$ cat config.mk
export PLATFORM = sky130hd
export DESIGN_NAME = ex_issue_reg
export DESIGN_NICKNAME = d
export VERILOG_FILES = /design/src/ex_pkg.sv /design/src/ex_issue_reg.sv
export SDC_FILE = /design/constraint.sdc
export NUM_CORES = 1
export LEC_CHECK = 0
export ABC_AREA = 1
export BUFFER_PORTS_ARGS = -buffer_cell sky130_fd_sc_hd__buf_2
export CAP_MARGIN = 40
export CORE_MARGIN = 2
export CORE_UTILIZATION = 45
export DETAILED_ROUTE_END_ITERATION = 8
export PLACE_DENSITY = 0.9
export SKIP_LAST_GASP = 1
export SLEW_MARGIN = 20
export SYNTH_ARGS = -nofsm -noshare
export SYNTH_HDL_FRONTEND = slang
export SYNTH_SLANG_ARGS = --single-unit
export TNS_END_PERCENT = 10
$ cat constraint.sdc
create_clock -name clk -period 1.2 [get_ports clk]
set_input_delay 0.06 -clock clk [delete_from_list [all_inputs] [get_ports clk]]
set_output_delay 0.06 -clock clk [all_outputs]
set_load 0.05 [all_outputs]
$ cat src/ex_pkg.sv
`default_nettype none

package ex_pkg;

    localparam int WORD_W     = 32;
    localparam int REG_ADDR_W = 5;
    localparam int SHAMT_W    = 5;

    typedef logic [WORD_W-1:0]     word_t;
    typedef logic [2*WORD_W-1:0]   dword_t;
    typedef logic [REG_ADDR_W-1:0] reg_addr_t;

    // mostly the MIPS funct codes, special2 ops moved to 0x30 and up
    typedef enum logic [5:0] {
        OP_SLL   = 6'h00,
        OP_SRL   = 6'h02,
        OP_SRA   = 6'h03,
        OP_MOVZ  = 6'h0A,
        OP_MOVN  = 6'h0B,
        OP_MFHI  = 6'h10,
        OP_MTHI  = 6'h11,
        OP_MFLO  = 6'h12,
        OP_MTLO  = 6'h13,
        OP_MULT  = 6'h18,
        OP_MULTU = 6'h19,
        OP_ADD   = 6'h20,
        OP_ADDU  = 6'h21,
        OP_SUB   = 6'h22,
        OP_SUBU  = 6'h23,
        OP_AND   = 6'h24,
        OP_OR    = 6'h25,
        OP_XOR   = 6'h26,
        OP_NOR   = 6'h27,
        OP_SLT   = 6'h2A,
        OP_SLTU  = 6'h2B,
        OP_CLZ   = 6'h30,
        OP_CLO   = 6'h31,
        OP_MUL   = 6'h32,
        OP_NOP   = 6'h3F
    } aluop_e;

    typedef enum logic [2:0] {
        RES_NONE  = 3'd0,
        RES_LOGIC = 3'd1,
        RES_SHIFT = 3'd2,
        RES_MOVE  = 3'd3,
        RES_ARITH = 3'd4,
        RES_MUL   = 3'd5
    } res_class_e;

    typedef struct packed {
        logic      valid;
        aluop_e    op;
        word_t     reg1;
        word_t     reg2;
        reg_addr_t wd;
        logic      wreg;
    } ex_issue_t;

    // issue fields with the result class already decoded
    typedef struct packed {
        logic       valid;
        aluop_e     op;
        word_t      reg1;
        word_t      reg2;
        reg_addr_t  wd;
        logic       wreg;
        res_class_e res_class;
    } ex_stage_t;

    typedef struct packed {
        logic      valid;
        reg_addr_t wd;
        logic      wreg;
        word_t     wdata;
        logic      ovf;
    } ex_wb_t;

    typedef struct packed {
        logic  we;
        word_t hi;
        word_t lo;
    } hilo_upd_t;

endpackage

`default_nettype wire
$ cat src/ex_issue_reg.sv
`timescale 1ns/1ns
`default_nettype none

module ex_issue_reg (
    input  wire                 clk,
    input  wire                 rst_n_i,
    input  wire ex_pkg::ex_issue_t issue_i,
    output ex_pkg::ex_stage_t   stage_o
);

    import ex_pkg::*;

    // which result mux leg the op selects
    function automatic res_class_e decode_class(input aluop_e op);
        case (op)
            OP_AND, OP_OR, OP_XOR, OP_NOR:
                return RES_LOGIC;
            OP_SLL, OP_SRL, OP_SRA:
                return RES_SHIFT;
            OP_MOVZ, OP_MOVN, OP_MFHI, OP_MFLO:
                return RES_MOVE;
            OP_ADD, OP_ADDU, OP_SUB, OP_SUBU, OP_SLT, OP_SLTU, OP_CLZ, OP_CLO:
                return RES_ARITH;
            OP_MUL:
                return RES_MUL;
            default:
                return RES_NONE;
        endcase
    endfunction

    res_class_e issue_class;

    assign issue_class = decode_class(issue_i.op);

    always_ff @(posedge clk) begin
        if (!rst_n_i) begin
            stage_o.valid <= 1'b0;
        end else begin
            stage_o.valid     <= issue_i.valid;
            stage_o.op        <= issue_i.op;
            stage_o.reg1      <= issue_i.reg1;
            stage_o.reg2      <= issue_i.reg2;
            stage_o.wd        <= issue_i.wd;
            stage_o.wreg      <= issue_i.wreg;
            stage_o.res_class <= issue_class;
        end
    end

endmodule

`default_nettype wire

==> impl_metrics.json <==
{
  "grt_pass1_wl_mm": 11.5,
  "hold_viol": 0,
  "power_switching_mw": 2.02,
  "critPathLaunchType": "primary input",
  "nets": 430,
  "p_comb_share_pct": 22.2,
  "cp_cell_sequence": "dlygate4sd3_1 > buf_2 > nand2_1 > clkinv_1 > nand3_1 > nand2_1 > nand2_1 > nand2_1",
  "syn_avg_cell_area_um2": 24.2,
  "slew_headroom_pct": 80.5,
  "drt-total-wl_mm": 8.11,
  "vias": 2028,
  "synth_area_leaders": "edfxtp_1 (95%), nand2_1 (1.4%), dfxtp_1 (0.80%), nand3_1 (0.60%), inv_1 (0.60%)",
  "critPathSlowestCell": "dlygate4sd3_1",
  "status": "finished, final reports clean",
  "pwr-share-seq_pct": 52.1,
  "top_regs": "stage_o (80)",
  "setup_tns_ns": 0,
  "placed_cells": 335,
  "grt_overflow": 0,
  "ant_nets": 0,
  "cp.arrival_ns": 1.26,
  "switching_share_pct": 31.2,
  "fmax_mhz": 856,
  "utilization_pct": 80.0,
  "fin_ws_ns": 0.0322,
  "root_buffer": "clkbuf_8",
  "syn_to_final_growth_pct": 74.5,
  "drive_gt1_share_pct": 49.4,
  "grt_start_max_net_pins": 58,
  "fin_area_mm2": 0.00435,
  "die_h_um": 78.4,
  "n_antenna_cell": 0,
  "viasPerCell": 4.74,
  "num_io_pins": 159,
  "path_clk_slew_ns": 0.08,
  "crit_buf_inv": 3,
  "rows": 27,
  "die_area_mm2": 0.00615,
  "synth_nets": 182,
  "setup_viol": 0,
  "cap_viol_max_count": 0,
  "path_delay_family": "buffers and inverters",
  "vdd_drop_max_mv": 1.11,
  "clk_path_buf_depth": 2,
  "grt_usage_pct": 26.7,
  "ys_seq_area_share_pct": 96.0,
  "slowest_delay_ns": 0.55,
  "startpoint": "issue_i[74]",
  "synth_area_mm2": 0.00249,
  "coreArea_mm2": 0.00544,
  "internal-power_mw": 4.46,
  "pre_cts_ws_ns": 0.375,
  "clock-sinks": 80,
  "required_ns": 1.29,
  "netlist-cell-type-count": 11,
  "port_buffers": 158,
  "largest_register_ffs": 80,
  "worst-setup-path-type": "primary input to flop",
  "max_slew.worst_pin.slew_ns": 0.293,
  "cts_tree": "yes",
  "yosys.area.top_type_share_pct": 95.2,
  "grt_pass1_vias": 2181,
  "min_period_ns": 1.17,
  "yosys_register_bits": 80,
  "initialDrtViolationCount": 100,
  "hp-class": "primary input to flop",
  "hpwl_mm": 3.96,
  "die_w_um": 78.4,
  "power_density_mw_per_mm2": 1490,
  "post_dp_cell_area_mm2": 0.00340,
  "initial_utilization_pct": 45.8,
  "synth_warnings": 0,
  "drc": 0,
  "final_cells": 428,
  "cpMostUsedCell": "nand2_1",
  "synth_top_cell_by_area": "edfxtp_1",
  "syn_inst": 103,
  "first_pass_iters": 4,
  "place_congestion": 0.749,
  "cts_buffers": 9,
  "whs_ns": 0.218,
  "min_from": "rst_n_i",
  "worstSetupEndpointType": "flop",
  "wl_per_cell_um": 18.9,
  "fin_crit_sh_pct": 97.3,
  "clock_power_share_pct": 25.7,
  "top_register": "stage_o",
  "h-tree-depth": 3,
  "antenna_found_initial": 0,
  "slew_violations": 0,
  "power_mw": 6.48,
  "crit_fanout": 5,
  "p_leak_nw": 1.88
}
layer usage:
| metal | up-vias | share of wire [%] | routed length (um) | global-route usage, % |
|---|---|---|---|---|
| met5 | - | 0 | 0 | 0 |
| met4 | 0 | 3.0 | 243 | 11.6 |
| met3 | 29 | 9.8 | 793 | 9.08 |
| met2 | 148 | 54 | 4370 | 49.7 |
| met1 | 959 | 33 | 2700 | 26.8 |
| li1 | 892 | - | - | - |
tightest hold or removal path: stages:
cell and delay, ns:
buf_4 0.13, buf_12 0.19, nand2_1 0.10, inv_1 0.03
cell usage in the layout, fill, tap and decap left out, drive strengths merged:
| master | synthesis | layout |
|---|---|---|
| a21oi | 2 | 2 |
| nand3b | 1 | 1 |
| clkinvlp | 0 | 2 |
| nand2 | 9 | 9 |
| nor2 | 2 | 2 |
| inv | 4 | 4 |
| clkinv | 1 | 5 |
| nand3 | 3 | 3 |
| dlygate4sd3 | 0 | 77 |
| o21ai | 1 | 1 |
| buf | 0 | 160 |
| edfxtp | 79 | 79 |
| dfxtp | 1 | 1 |
| clkbuf | 0 | 10 |
power groups by stage:
stage | clock network, mW | registers [mW] | logic [mW]
after floorplan | 0 | 4.21 | 0.0177
after global placement | 0 | 3.41 | 1.18
after detailed placement | 0 | 3.42 | 1.20
after CTS | 1.66 | 3.36 | 1.39
after global routing | 1.80 | 3.39 | 1.48
final | 1.67 | 3.38 | 1.44
synthesized netlist by cell type:
| library cell | count |
|---|---|
| nand2_1 | 9 |
| o21ai_1 | 1 |
| nor2_2 | 1 |
| clkinv_1 | 1 |
| nand3b_1 | 1 |
| inv_1 | 4 |
| nor2_1 | 1 |
| edfxtp_1 | 79 |
| dfxtp_1 | 1 |
| nand3_1 | 3 |
| a21oi_1 | 2 |
timing repair:
item | CTS | global route
endpoints found under the setup margin | 0 | 1
hold buffers | 77 | 0
gates resized for setup | 0 | 3
hold endpoints to repair | 77 | 0
buffers inserted | 0 | 0
worst paths after layout:
check / slack [ns] / endpoint / depth (start not counted)
setup / recovery: 0.03 / stage_o[0] / 8
hold / removal: 0.22 / stage_o[79] / 4
kinds of logic after synthesis:
kind of cell,share of synthesized area [%]
buffers and inverters,0.753
DFF,96.0
AOI/OAI and AO/OA,0.602
and+or+nand+nor,2.66
layout make-up:
type                    count  area, um2
clock buffers              10        128
clock inverters             6       36.3
multi-input cells          18       93.8
inverters                   5       18.8
repair buffers            237       1590
flip-flops and latches     80       2390
well taps                  72       90.1
fillers                   274       1090
(Power assumes the default switching activity.)
