### config.mk
export PLATFORM = sky130hd
export DESIGN_NAME = ex_writeback
export DESIGN_NICKNAME = d
export VERILOG_FILES = /design/src/ex_pkg.sv /design/src/ex_writeback.sv
export SDC_FILE = /design/constraint.sdc
export NUM_CORES = 1
export LEC_CHECK = 0
export ABC_AREA = 1
export BUFFER_PORTS_ARGS = -buffer_cell sky130_fd_sc_hd__buf_2
export CAP_MARGIN = 15
export CORE_MARGIN = 2
export CORE_UTILIZATION = 44
export CTS_BUF_LIST = sky130_fd_sc_hd__clkbuf_4 sky130_fd_sc_hd__clkbuf_8 sky130_fd_sc_hd__clkbuf_16
export DETAILED_ROUTE_END_ITERATION = 8
export HOLD_SLACK_MARGIN = 0.02
export PLACE_DENSITY = 0.79
export SETUP_SLACK_MARGIN = 0.02
export SYNTH_ARGS = -nofsm -noshare
export SYNTH_HDL_FRONTEND = slang
export SYNTH_SLANG_ARGS = --single-unit
export TNS_END_PERCENT = 50
### constraint.sdc
create_clock -name clk -period 0.8 [get_ports clk]
set_input_delay 0.04 -clock clk [delete_from_list [all_inputs] [get_ports clk]]
set_output_delay 0.04 -clock clk [all_outputs]
set_load 0.05 [all_outputs]
### src/ex_pkg.sv
`default_nettype none

package ex_pkg;

    localparam int WORD_W     = 32;
    localparam int REG_ADDR_W = 5;
    localparam int SHAMT_W    = 5;

    typedef logic [WORD_W-1:0]     word_t;
    typedef logic [2*WORD_W-1:0]   dword_t;
    typedef logic [REG_ADDR_W-1:0] reg_addr_t;

    // mostly the MIPS funct codes, special2 ops moved to 0x30 and up
    typedef enum logic [5:0] {
        OP_SLL   = 6'h00,
        OP_SRL   = 6'h02,
        OP_SRA   = 6'h03,
        OP_MOVZ  = 6'h0A,
        OP_MOVN  = 6'h0B,
        OP_MFHI  = 6'h10,
        OP_MTHI  = 6'h11,
        OP_MFLO  = 6'h12,
        OP_MTLO  = 6'h13,
        OP_MULT  = 6'h18,
        OP_MULTU = 6'h19,
        OP_ADD   = 6'h20,
        OP_ADDU  = 6'h21,
        OP_SUB   = 6'h22,
        OP_SUBU  = 6'h23,
        OP_AND   = 6'h24,
        OP_OR    = 6'h25,
        OP_XOR   = 6'h26,
        OP_NOR   = 6'h27,
        OP_SLT   = 6'h2A,
        OP_SLTU  = 6'h2B,
        OP_CLZ   = 6'h30,
        OP_CLO   = 6'h31,
        OP_MUL   = 6'h32,
        OP_NOP   = 6'h3F
    } aluop_e;

    typedef enum logic [2:0] {
        RES_NONE  = 3'd0,
        RES_LOGIC = 3'd1,
        RES_SHIFT = 3'd2,
        RES_MOVE  = 3'd3,
        RES_ARITH = 3'd4,
        RES_MUL   = 3'd5
    } res_class_e;

    typedef struct packed {
        logic      valid;
        aluop_e    op;
        word_t     reg1;
        word_t     reg2;
        reg_addr_t wd;
        logic      wreg;
    } ex_issue_t;

    // issue fields with the result class already decoded
    typedef struct packed {
        logic       valid;
        aluop_e     op;
        word_t      reg1;
        word_t      reg2;
        reg_addr_t  wd;
        logic       wreg;
        res_class_e res_class;
    } ex_stage_t;

    typedef struct packed {
        logic      valid;
        reg_addr_t wd;
        logic      wreg;
        word_t     wdata;
        logic      ovf;
    } ex_wb_t;

    typedef struct packed {
        logic  we;
        word_t hi;
        word_t lo;
    } hilo_upd_t;

endpackage

`default_nettype wire
### src/ex_writeback.sv
`timescale 1ns/1ns
`default_nettype none

module ex_writeback (
    input  wire                    clk,
    input  wire                    rst_n_i,
    input  wire ex_pkg::ex_wb_t    wb_i,
    input  wire ex_pkg::hilo_upd_t hilo_i,
    output ex_pkg::ex_wb_t         wb_o,
    output ex_pkg::word_t          hi_o,
    output ex_pkg::word_t          lo_o
);

    import ex_pkg::*;

    logic hilo_we;

    // only a live op may touch hi/lo
    assign hilo_we = wb_i.valid & hilo_i.we;

    always_ff @(posedge clk) begin
        if (!rst_n_i) begin
            wb_o.valid <= 1'b0;
            wb_o.wreg  <= 1'b0;
            wb_o.ovf   <= 1'b0;
        end else begin
            wb_o.valid <= wb_i.valid;
            wb_o.wd    <= wb_i.wd;
            // overflowed add or sub must not reach the register file
            wb_o.wreg  <= wb_i.wreg & ~wb_i.ovf;
            wb_o.wdata <= wb_i.wdata;
            wb_o.ovf   <= wb_i.ovf;
        end
    end

    // written on the same edge as the result, so the next op sees it
    always_ff @(posedge clk) begin
        if (!rst_n_i) begin
            hi_o <= '0;
            lo_o <= '0;
        end else if (hilo_we) begin
            hi_o <= hilo_i.hi;
            lo_o <= hilo_i.lo;
        end
    end

endmodule

`default_nettype wire

==> results by group <==
Critical path
  – Worst r2r src: hi_o[9]
  – Crit Path Max Fanout: 1
  – Flop-to-flop setup slack: -0.08 ns
  – R2R depth: 6
  – Critical Path End Type: output pin
  – Slowest stage delay, CP: about 0.45 ns
  – Setup CP Type: reg2out
  – WP buf/inv: 1
  – CP Cell Sequence: buf_6
  – Slowest CP cell: edfxtp_1
  – Critical Path RT: between 0.7 and 0.8 ns
  – Crit path launch type: register
  – Worst EP arrival: 1.00 ns
  – Crit path max-delay family: flip-flops
  – Reg2reg end: hi_o[9]

Timing
  – Clk_skew: 0 ns
  – Min Clock Period, post-route: a little over 1 ns
  – Final Max Slew Viols: 0
  – Max-Slew Margin vs Limit: 0.8182
  – Fmax: 961.6 MHz
  – Setup WS post-layout: -0.2400 ns
  – RSZ-0062 raised after global routing: true
  – Final setup viols: 110
  – Final-report hold violation count: 0
  – Setup tns final: -14.91 ns
  – Period utilisation layout: 1.300
  – Worst Tran Pin Value: about 0.27 ns

Place
  – Port Buffer Count: 210
  – DP Worst Slack: -0.03735 ns
  – RD Place Congestion: between 0.7 and 0.8
  – Area post-placement: about 0.0051 sq mm
  – Post-detail-place hpwl: roughly 7000 microns

Synth
  – Synth warn: 0
  – Avg Cell Area, Syn: about 8.5 sq um
  – Synth top area share: 0.3486
  – Yosys reg bits: 104
  – Area leader, netlist: dfxtp_1
  – Synth cell types: 9
  – Seq/Total Area, Yosys: 0.6374
  – Cell Area, Synth: roughly 0.0038 sq mm
  – Syn nets: about 560
  – Cell count after synthesis: 452
  – Top post-synthesis cells by area: dfxtp_1 35%, edfxtp_1 29%, nand2_1 13%

Layout
  – Share of cells above drive strength 1: 0.4193
  – Post-layout nets: roughly 900
  – Util after Layout: 0.8551
  – ANT cells: 0
  – Fillers: around 360
  – Syn-to-layout area delta: 90.99%
  – Post-route cell area: 0.007348 sq mm

Detailed routing
  – Via count: 4339
  – Antenna Nets Post-Route: 0
  – Routed WL per cell: 18.09 microns
  – Via density: slightly below 5
  – Drt first pass iters: 6
  – 1st-iter DRT viols: 327
  – DRC: 0
  – Total Wirelength: approximately 16000 microns

Die
  – Full die area: about 0.0095 sq mm
  – Chip height: 97.51 microns
  – Row cnt: 34
  – Initial core utilization: 0.4477
  – Die X: 97.51 microns
  – Num ports: around 210
  – Core area: 0.008593 sq mm

Pwr
  – Clk network pwr share: 0.246
  – Internal power: 0.009087 W
  – P per Cell Area: 1840 mW/mm^2
  – P_sw: 0.004433 W
  – Leakage power: 3.675 nW
  – Sequential Power Share: 0.462
  – Comb pwr share: 0.292
  – Tot Pwr: ~0.014 W
  – Peak VDD IR: ~1.0 mV
  – Switch share: 0.3279

Global route
  – Total track usage: 0.3058
  – GRT Residual Overflow: 0
  – First-pass GRT wire length: approximately 23000 microns
  – Antenna violations before repair: 0
  – Vias in the first global route: between 4000 and 5000
  – Largest net degree at the start of global routing: 48

Clock tree
  – H-tree Lvls: 3
  – Total CTS buffers: 9
  – Clk slew on worst S/H paths: approximately 0.10 ns
  – Clk_lat worst skew: around 0.37 ns
  – TritonCTS clock tree: done
  – Clock Sinks: between 100 and 150
  – Clock Path Buffers: 2
  – Clock Tree Root: clkbuf_8

Min path
  – Worst Hold Class: in2reg
  – WHS Endpoint: hi_o[14]
  – Hold_sp: hilo_i[64]
  – Worst Hold Depth: 4

Flow run
  – Max-Cap Viols: 0

Status
  – Failing checks: setup timing
  – Outcome: finished, violations left
[cell usage after synthesis]
| master | count |
|---|---|
| nand2_1 | 132 |
| buf_6 | 7 |
| inv_1 | 66 |
| clkbuf_1 | 3 |
| edfxtp_1 | 37 |
| dfxtp_1 | 67 |
| nor2_1 | 129 |
| buf_2 | 2 |
| buf_4 | 9 |
[layout by cell type, fill, tap and decap left out, types with 2 or more instances in the layout]
| cell type | instances |
|---|---|
| buf_12 | 3 |
| buf_2 | 105 |
| buf_4 | 22 |
| buf_6 | 41 |
| buf_8 | 64 |
| clkbuf_8 | 9 |
| clkinv_2 | 2 |
| dfxtp_2 | 67 |
| dlygate4sd3_1 | 104 |
| edfxtp_1 | 37 |
| inv_1 | 61 |
| inv_2 | 4 |
| inv_6 | 2 |
| nand2_1 | 129 |
| nand2_2 | 2 |
| nor2_1 | 125 |
| nor2_2 | 4 |
[layout make-up]
type,instances,area (sq um),share of cell area
clock inverters,6,66.31,0.009024
flip-flops and latches,104,2536,0.3451
well taps,108,135.1,0.01839
multi-input cells,261,1002,0.1364
clock buffers,10,131.4,0.01788
repair buffers,340,3227,0.4391
inverters,66,250.2,0.03405
[logic make-up after synthesis]
logic type | Yosys count | share of synthesized area
flip-flops | 104 | 0.6374
buffers and inverters | 87 | 0.1080
AND/OR/NAND/NOR | 261 | 0.2546
[what timing repair did]
action,in CTS,in global routing
setup endpoints to repair,104,115
hold endpoints to repair,107,0
hold buffers,105,0
resized for setup,284,37
buffers inserted,3,9
pin swaps,0,2
[through the flow]
step / instances / hold slack, ns
after detailed placement: 762 / 0.2187
after global placement: 762 / 0.2172
after CTS: 886 / 0.05988
after floorplan: 452 / 0.1116
after global routing: 895 / 0.1226
final: 895 / 0.09407
[flip-flops by register name (all words and copies together) (netlist names)]
name	flops
hi_o	32
lo_o	32
wb_o	40
[how the worst max path moves through the flow]
stage	start	end	slack (ns)	cells past startpoint
after floorplan	hi_o[12]	hi_o[12]	-0.12	4
after global placement	wb_i[39]	lo_o[29]	0.004	6
after detailed placement	wb_i[39]	lo_o[16]	-0.04	6
after CTS	wb_o[8]	wb_o[8]	-0.23	1
after global routing	wb_o[21]	wb_o[21]	-0.27	1
final	wb_o[21]	wb_o[21]	-0.24	1
[routing by layer]
layer,share of wire,track usage,up-vias
met2,0.51,0.5438,330
met5,0,0,-
met3,0.10,0.07986,48
met1,0.35,0.3582,1984
met4,0.032,0.1015,0
li1,-,-,1977
[power by group through the flow]
stage	combinational [W]	sequential, W	clock, W
final	0.00395	0.00624	0.00332
after global routing	0.00411	0.00627	0.00359
after CTS	0.00362	0.00618	0.00336
after detailed placement	0.00265	0.00616	0
after global placement	0.00262	0.00614	0
after floorplan	0.000556	0.00747	0
[tightest hold or removal path, cell delays in order]
cell and delay, ns:
buf_2 0.10, nand2_4 0.10, nor2_1 0.12, nor2_1 0.06
Power figures use the tool's default switching activity.
